`src/rtl/mac_array_pkg.sv`:
```
// ------------------------------------------------
// array configuration for the MAC engine
// lane count and multiplier depth
// ------------------------------------------------

package mac_array_pkg;

    // lanes fed in rotation
    localparam int NUM_LANES  = 4;
    localparam int LANE_IDX_W = 2;

    // multiplier pipeline depth used by each lane, 1 to 4
    localparam int MUL_STAGES = 2;

endpackage

```
`src/rtl/mac_dispatch.sv`:
```
// ------------------------------------------------
// operation dispatcher
// hands each accepted operation to the next lane
// in strict rotation
// ------------------------------------------------
`timescale 1ns/1ps

module mac_dispatch (
    input  logic                                clk,
    input  logic                                rst_n,
    input  logic                                in_valid_i,
    output logic                                in_ready_o,
    input  logic [mac_array_pkg::NUM_LANES-1:0] lane_ready_i,
    output logic [mac_array_pkg::NUM_LANES-1:0] lane_valid_o
);

    logic [mac_array_pkg::LANE_IDX_W-1:0] ptr_q;
    logic                                 accept;

    // stall when the pointed lane is still busy
    assign in_ready_o = lane_ready_i[ptr_q];
    assign accept     = in_valid_i && in_ready_o;

    always_comb begin
        lane_valid_o        = '0;
        lane_valid_o[ptr_q] = in_valid_i;
    end

    always_ff @(posedge clk or negedge rst_n) begin
        if (!rst_n) begin
            ptr_q <= '0;
        end else if (accept) begin
            if (ptr_q == mac_array_pkg::LANE_IDX_W'(mac_array_pkg::NUM_LANES - 1)) begin
                ptr_q <= '0;
            end else begin
                ptr_q <= ptr_q + 1'b1;
            end
        end
    end

    // the lane that took the operation goes busy
    a_lane_taken: assert property (@(posedge clk) disable iff (!rst_n)
        accept |=> !lane_ready_i[$past(ptr_q)]);

endmodule

```
`config.mk`:
```
export PLATFORM = sky130hd
export DESIGN_NAME = mac_dispatch
export DESIGN_NICKNAME = d
export VERILOG_FILES = /design/src/rtl/mac_array_pkg.sv /design/src/rtl/mac_dispatch.sv
export SDC_FILE = /design/constraint.sdc
export NUM_CORES = 1
export LEC_CHECK = 0
export BUFFER_PORTS_ARGS = -buffer_cell sky130_fd_sc_hd__buf_4
export CORE_AREA = 10 10 47 49
export CTS_CLUSTER_DIAMETER = 40
export DETAILED_ROUTE_END_ITERATION = 8
export DIE_AREA = 0 0 57 59
export SETUP_SLACK_MARGIN = 0.02
export SYNTH_ARGS = -nofsm -noshare
export SYNTH_HDL_FRONTEND = slang
export SYNTH_SLANG_ARGS = --single-unit
```
`constraint.sdc`:
```
create_clock -name clk -period 1.5 [get_ports clk]
set_input_delay 0.075 -clock clk [delete_from_list [all_inputs] [get_ports clk]]
set_output_delay 0.075 -clock clk [all_outputs]
set_load 0.02 [all_outputs]
```
==> reports/metrics.csv <==
stage;metric;value;unit
detailed_routing;vias per cell;3.71;
floorplan;die area;3360;um2
cells_and_area;Largest regs;ptr_q x2;
global_routing;GRT Total Usage;3.72;%
detailed_routing;Antenna Violating Nets Remaining;0;
hold_path;HP Class;input pin to asynchronous set/reset pin;
cells_and_area;fill cell count;173;
critical_path;Worst Setup End Kind;primary output;
sta;Setup WS post-layout;167;ps
sta;slew margin rel.;82.8;%
critical_path;CP Cell Sequence;inv_1 -> ha_1 -> and2_2 -> buf_4;
detailed_routing;wire per inst;9.67;um
detailed_routing;DRT iter0 DRCs;5;
floorplan;die width;57;um
power;Static Leakage;0.191;nW
sta;Final Hold Fails;0;
critical_path;Reg2Reg Launch Point;ptr_q[0]$_DFFE_PN0P_;
critical_path;worst-path cell with the longest stage delay;dfrtp_2;
critical_path;Worst R2R Path Depth;2;
sta;Worst Skew;2.92;ps
critical_path;flop2flop setup slack;350;ps
sta;Max Transition Viols Final;0;
yosys;post-synth top area share;20.9;%
power;Pwr per Cell Area;1680;nW/um2
clock_network;H-tree Lvls;1;
cells_and_area;n_diodes;0;
critical_path;worst path bufs/invs;2;
sta;RSZ-0062 raised after global routing;no;
cells_and_area;number of flip-flops in the largest register;2;
sta;Final Critical Period;1330;ps
floorplan;Die Y;59;um
run_status;status;finished clean;
sta;Setup TNS;0;ps
global_routing;global route total overflow;0;
yosys;Synth Instances;25;
detailed_routing;drt pass-1 iters;2;
yosys;main area contributors after synthesis;dfrtp_1 (21%), ha_1 (21%), mux2i_1 (17%), and2_2 (13%), a211oi_2 (5.2%);
critical_path;CP Launch Type;register;
clock_network;Post-CTS Setup Inserts;0;
sta;crit share post-route;88.9;%
yosys;post-synthesis sequential area ratio;20.9;%
floorplan;core box area;1400;um2
cells_and_area;Most flops, register;ptr_q;
clock_network;CTS buffer count;3;
clock_network;CTS tree;done;
yosys;cell taking the most area after synthesis;dfrtp_1;
placement;Final HPWL DP;451;um
clock_network;CTS Buffer Depth;2;
yosys;post-synthesis net count;36;
cells_and_area;layout cells sized above 1;53.8;%
detailed_routing;DRT Wirelength;532;um
floorplan;Ports;12;
sta;fmax;0.750;GHz
placement;RePlAce Congestion;0.704;
clock_network;clk sinks;2;
clock_network;Clk pin slew, worst setup/hold paths;30;ps
global_routing;largest net degree at the start of global routing;10;
critical_path;Crit path max-delay family;flip-flops;
critical_path;worst-path fanout max;9;
yosys;Avg Inst Size Synth;9.56;um2
sta;final setup fails;0;
floorplan;starting density of the core;17.1;%
global_routing;initial antenna violation count;0;
placement;post-place setup slack;267;ps
cells_and_area;fin nets;52;
critical_path;CP Data Required Time;1420;ps
critical_path;critical path class;register to primary output;
placement;Port Buffers;11;
clock_network;root buffer cell;clkbuf_4;
global_routing;first-pass GRT wire length;979;um
job;total of max-cap violations;0;
critical_path;CP peak stage delay;450;ps
clock_network;clock latency on the worst-skew pair;220;ps
detailed_routing;via count;204;
global_routing;vias in the first global route;248;
floorplan;FP Rows;14;
yosys;Cell variety after synth;13;
cells_and_area;synth-to-layout area growth;52.9;%
yosys;flops & latches, synth;2;
yosys;Syn Std Cell Area;239;um2
yosys;Syn. warnings;0;
critical_path;r2r endpoint;ptr_q[0]$_DFFE_PN0P_;
critical_path;Worst EP arrival;1260;ps
power;maximum vdd drop;0.374;mV
detailed_routing;DRC Markers;0;
sta;Slew @ Worst Pin;255;ps
-- cells in the mapped netlist --
library cell and count:
o21ai_1 1, dfrtp_1 2, ha_1 4, nor2b_1 1, inv_1 3, a211oi_2 1
nand2_1 1, buf_6 1, and2_2 4, o21ai_0 1, a21oi_1 1, o41ai_1 1
mux2i_1 4
-- power breakdown --
group / switching (mW) / internal (mW) / leakage [nW] / total [mW]
Clock: 0.0290 / 0.0881 / 0.0138 / 0.117
Sequential: 0.0723 / 0.0879 / 0.0216 / 0.160
Combinational: 0.163 / 0.173 / 0.156 / 0.336
-- metrics by stage --
step,power [mW],area (um2),util [%],std cells,hold WS [ps]
after CTS,0.625,363,25.9,55,163
after detailed placement,0.498,330,23.6,51,-141
final,0.613,365,26.1,55,169
after floorplan,0.399,239,-,25,-221
after global routing,0.684,365,26.1,55,174
after global placement,0.492,330,23.6,51,-141
-- placed cells by master, fill, tap and decap left out, types with 2 or more instances in the layout --
master / instances
ha_1: 4
clkbuf_4: 3
inv_1: 3
mux2i_1: 4
dfrtp_2: 2
buf_4: 11
and2_2: 4
-- how the worst max path moves through the flow --
stage	end	slack [ps]	from	cells past startpoint
global placement	ptr_q[1]$_DFFE_PN0P_	280	ptr_q[0]$_DFFE_PN0P_	4
finish	lane_valid_o[1]	170	ptr_q[1]$_DFFE_PN0P_	4
CTS	lane_valid_o[1]	50	ptr_q[1]$_DFFE_PN0P_	4
floorplan	ptr_q[1]$_DFFE_PN0P_	380	ptr_q[0]$_DFFE_PN0P_	4
global route	lane_valid_o[1]	70	ptr_q[1]$_DFFE_PN0P_	4
detailed placement	ptr_q[1]$_DFFE_PN0P_	270	ptr_q[1]$_DFFE_PN0P_	4
-- per-layer routing --
layer / track usage [%] / vias to the layer above / part of all wire, %
met4: 4.03 / 0 / 0
met2: 4.34 / 9 / 41
met1: 3.70 / 83 / 43
met3: 3.22 / 0 / 16
li1: - / 112 / -
met5: 0 / - / 0
-- area by class of cell --
| cell class | instances | area (um2) | share of cell area (%) |
|---|---|---|---|
| Clock buffer | 3 | 22.5 | 6.16 |
| Inverter | 3 | 11.3 | 3.08 |
| Multi-Input combinational cell | 19 | 166 | 45.5 |
| Sequential cell | 2 | 52.6 | 14.4 |
| Tap cell | 16 | 20.0 | 5.48 |
| Timing Repair Buffer | 12 | 92.6 | 25.3 |
-- cells by family after synthesis --
| logic type | count (synthesis) | share of synthesized area (%) |
|---|---|---|
| compound gates | 5 | 15.2 |
| fa+ha+maj | 4 | 20.9 |
| buf+inv | 4 | 9.42 |
| flops | 2 | 20.9 |
| mux | 4 | 16.8 |
| simple gates | 6 | 16.8 |
-- timing repair --
item	in CTS	in global routing
endpoints found under the setup margin	0	4
gates resized for setup	0	2
hold buffers	1	0
endpoints found under the hold margin	2	0
(Power assumes the default switching activity.)
