--- src/rtl/mac_arith_pkg.sv ---
// ------------------------------------------------
// arithmetic definitions for the MAC datapath
// operand, product and result words, the shift
// applied to the addend and the add/sub encoding
// ------------------------------------------------

package mac_arith_pkg;

    // operand and product widths
    localparam int OPND_W = 56;
    localparam int PROD_W = 2 * OPND_W;

    // result keeps the low bits of (a << ACC_SHIFT) +/- b*c
    localparam int RES_W     = 110;
    localparam int ACC_SHIFT = 54;

    // one signed operand
    typedef logic signed [OPND_W-1:0] operand_t;

    // full signed product of two operands
    typedef logic signed [PROD_W-1:0] product_t;

    // multiply-accumulate result word
    typedef logic signed [RES_W-1:0] result_t;

    // op bit
    typedef enum logic {
        OP_ADD = 1'b0,
        OP_SUB = 1'b1
    } op_e;

endpackage

--- src/rtl/mac_array_pkg.sv ---
// ------------------------------------------------
// array configuration for the MAC engine
// lane count and multiplier depth
// ------------------------------------------------

package mac_array_pkg;

    // lanes fed in rotation
    localparam int NUM_LANES  = 4;
    localparam int LANE_IDX_W = 2;

    // multiplier pipeline depth used by each lane, 1 to 4
    localparam int MUL_STAGES = 2;

endpackage

--- src/rtl/mac_collect.sv ---
// ------------------------------------------------
// result collector
// drains lanes in the dispatch rotation so results
// leave in entry order, one-entry output register
// ------------------------------------------------
`timescale 1ns/1ps

module mac_collect (
    input  logic                                clk,
    input  logic                                rst_n,
    input  logic [mac_array_pkg::NUM_LANES-1:0] res_valid_i,
    input  mac_arith_pkg::result_t              res_d_i [mac_array_pkg::NUM_LANES],
    output logic [mac_array_pkg::NUM_LANES-1:0] res_ready_o,
    output logic                                out_valid_o,
    input  logic                                out_ready_i,
    output mac_arith_pkg::result_t              out_d_o
);

    logic [mac_array_pkg::LANE_IDX_W-1:0] ptr_q;
    logic                                 out_valid_q;
    mac_arith_pkg::result_t               out_d_q;
    logic                                 can_load;
    logic                                 take;

    // room when empty or draining this cycle
    assign can_load = !out_valid_q || out_ready_i;
    assign take     = res_valid_i[ptr_q] && can_load;

    always_comb begin
        res_ready_o        = '0;
        res_ready_o[ptr_q] = can_load;
    end

    always_ff @(posedge clk or negedge rst_n) begin
        if (!rst_n) begin
            ptr_q       <= '0;
            out_valid_q <= 1'b0;
        end else if (take) begin
            out_valid_q <= 1'b1;
            if (ptr_q == mac_array_pkg::LANE_IDX_W'(mac_array_pkg::NUM_LANES - 1)) begin
                ptr_q <= '0;
            end else begin
                ptr_q <= ptr_q + 1'b1;
            end
        end else if (out_ready_i) begin
            out_valid_q <= 1'b0;
        end
    end

    always_ff @(posedge clk) begin
        if (take) begin
            out_d_q <= res_d_i[ptr_q];
        end
    end

    assign out_valid_o = out_valid_q;
    assign out_d_o     = out_d_q;

    a_out_stable: assert property (@(posedge clk) disable iff (!rst_n)
        out_valid_o && !out_ready_i |=> out_valid_o && $stable(out_d_o));

endmodule

--- config.mk ---
export PLATFORM = sky130hd
export DESIGN_NAME = mac_collect
export DESIGN_NICKNAME = d
export VERILOG_FILES = /design/src/rtl/mac_arith_pkg.sv /design/src/rtl/mac_array_pkg.sv /design/src/rtl/mac_collect.sv
export SDC_FILE = /design/constraint.sdc
export NUM_CORES = 1
export LEC_CHECK = 0
export ABC_AREA = 1
export BUFFER_PORTS_ARGS = -buffer_cell sky130_fd_sc_hd__buf_2
export CORE_AREA = 4 4 217 219
export CTS_BUF_LIST = sky130_fd_sc_hd__clkbuf_4 sky130_fd_sc_hd__clkbuf_8
export DETAILED_ROUTE_END_ITERATION = 12
export DIE_AREA = 0 0 221 223
export GPL_TIMING_DRIVEN = 0
export PLACE_DENSITY = 0.46
export SYNTH_ARGS = -nofsm -noshare
export SYNTH_HDL_FRONTEND = slang
export SYNTH_SLANG_ARGS = --single-unit
--- constraint.sdc ---
create_clock -name clk -period 3.49 [get_ports clk]
set_input_delay 0.698 -clock clk [delete_from_list [all_inputs] [get_ports clk]]
set_output_delay 0.698 -clock clk [all_outputs]
set_load 0.01 [all_outputs]
==> impl_metrics.toml <==
[worst_setup_path]
slowest_delay_ps = 460
start_kind = "flop"
crit_chain = "inv_2 -> buf_6 -> buf_2 -> ha_1 -> inv_1 -> nor2_1 -> buf_2"
cp-end-kind = "output port"
worst-path-max-fanout = 11
cp_num_buf_inv = 5
cp.required_ps = 2790
reg2reg_slack_ps = 1180
path_delay_family = "buffers and inverters"
critPathKind = "reg -> out"
cp_common_cell = "buf_2"
worstPathArrival_ps = 2370
cp_slowest_cell = "dfrtp_1"

[synthesis]
synth_xor_area_share_pct = 0
yosys.area.top_type_share_pct = 49.93
yosys.area_share.simple_pct = 13.81
synth_cells = 770
syn-cell-area_sq_um = 6615
synthMuxAreaShare_pct = 0
yosys.area_share.adder_pct = 0.7566
ys_warn_count = 0
syn_area_per_cell_sq_um = 8.591
syn_nets = 1221
yosysUniqueCellTypes = 22
ys_seq_elements = 113
yosysTopAreaCell = "edfxtp_1"
synth_top_family_by_area = "compound AO/OA/AOI/OAI gates"
synth_seq_area_share_pct = 51.07
synth_compound_area_share_pct = 27.16
synthTopCellsByArea = "edfxtp_1 50%, o21ai_0 15%, nor2_1 13%"

[timing]
rsz0062_at_grt = "false"
period_needed_ps = 3064
timing.slew.headroom_pct = 34.94
fin_skew_ps = 24.42
max_freq_mhz = 326.4
fin_hold_ws_ps = 524.0
finalSetupViolCount = 0
finalCritPeriodShare_pct = 87.79
hold_viol = 0
final_max_slew_viol_count = 0
worst_pin_slew_ps = 975.8

[die]
coreArea_sq_um = 45090
die-area_sq_um = 49280
io_pins = 562
initial_core_util_pct = 14.67
die_width_um = 221
die_h_um = 223
num_rows = 78

[clock_network]
numClockSinks = 113
postCtsSetupBuffers = 0
root_buffer = "clkbuf_8"
clk_path_buf_depth = 2
holdBufCountCts = 1
cts_max_level = 4
clk_pin_slew_worst_paths_ps = 90
cts_buffers = 17
clock_latency_ps = 490
cts_tree = "yes"
cts.repair.resized = 0

[global_routing]
grt_start_max_net_pins = 40
grt_util_met1_pct = 19.23
met3_usage_pct = 5.618
grt_use_total_pct = 15.91
antenna_found_initial = 17
use_met2_pct = 25.81
gr-total-overflow = 0
grt_pass1_wl_mm = 57.63
first_global_vias = 8509
gr-max-usage-layer = "met2"

[finish]
fin_cells = 1970
final_core_util_pct = 23.58
final_cell_mix = "589 x buf_2, 225 x nor2_1, 197 x o21ai_0"
final_common_cell = "buf_2"
nets = 1805
area.growth.synth_to_final_pct = 60.71
layout-drive-gt1-share_pct = 47.14

[route]
wl_per_cell_um = 21.14
drtPass1Iterations = 5
postRouteAntennaNets = 0
num_vias = 8659
drt-initial-drc-count = 649
drc = 0
drt_wl_total_mm = 41.65
via_per_inst = 4.395

[status]
status = "finished, final reports clean"

[job]
max-cap-violations = 0

[place]
place_inst = 1934
port_buffers = 561
gp_congestion = 0.9890
place_hpwl_mm = 32.82

[pwr]
ir_worst_vdd_mv = 0.2923
power_density_nw_per_um2 = 888.6
p_leak_nw = 4.723

[min_path]
min_path_type = "in -> async"
## flip-flops by register name, indices dropped and copies added (netlist names)
signal / cells
out_valid_o: 1
ptr_q: 2
out_d_o: 110
## layout make-up
cell class / count / area (sq um)
fill: 5094 / 34460
sequential: 113 / 3378
timing repair buffer: 565 / 2878
multi-input combinational: 574 / 2760
tap: 600 / 750.7
buffer: 74 / 440.4
clock buffer: 19 / 249.0
clock inverter: 10 / 120.1
inverter: 9 / 40.04
antenna: 6 / 15.01
## synthesized netlist by cell type
cell type  count
a21o_1         1
buf_2         28
buf_4          4
buf_6         13
buf_8          1
clkbuf_1      25
clkbuf_2       3
dfrtp_1        3
edfxtp_1     110
ha_1           4
inv_1          7
inv_2          1
inv_4          1
nand2_1        8
nand3_1        2
nand3_2        1
nand4_1        2
nor2_1       225
o21ai_0      197
o21ai_1       23
o22ai_1      110
or2_2          1
## report_power, final
part / switching [W] / leakage, nW / internal (W)
clock: 0.000595 / 0.192 / 0.000694
combinational: 0.00360 / 3.44 / 0.00175
sequential: 0.000190 / 1.09 / 0.00262
total: 0.00439 / 4.72 / 0.00506
## per-layer routing
layer,wire length (um),part of all wire (%)
met2,19290,46
met5,41,0.098
met4,1519,3.6
met3,4030,9.7
met1,16760,40
## cells by family after synthesis
| logic type | Yosys count |
|---|---|
| fa+ha+maj | 4 |
| buf+inv | 83 |
| simple gates | 239 |
| compound gates | 331 |
| flops | 113 |
## worst paths after layout
| path | to | start | depth (start not counted) |
|---|---|---|---|
| max in group asynchronous | ptr_q[1] | rst_n | 2 |
| setup / recovery | res_ready_o[1] | ptr_q[1] | 7 |
| setup reg to reg | out_d_o[54] | ptr_q[0] | 8 |
| hold / removal | out_valid_o | rst_n | 2 |
| hold reg to reg | ptr_q[0] | ptr_q[0] | 4 |
| min in group clk | out_d_o[31] | res_d_i[361] | 3 |
## per-stage QoR
| step | power (W) | instance area, sq um | TNS (ps) | setup WS (ps) |
|---|---|---|---|---|
| after floorplan | 0.005677 | 6619 | 0 | 182.5 |
| after global placement | 0.008203 | 10180 | -122160 | -1122 |
| after detailed placement | 0.008257 | 10240 | 0 | 887.6 |
| after CTS | 0.009622 | 10620 | 0 | 290.4 |
| after global routing | 0.01011 | 10620 | 0 | 271.6 |
| final | 0.009447 | 10630 | 0 | 426.2 |
Power figures use the tool's default switching activity.
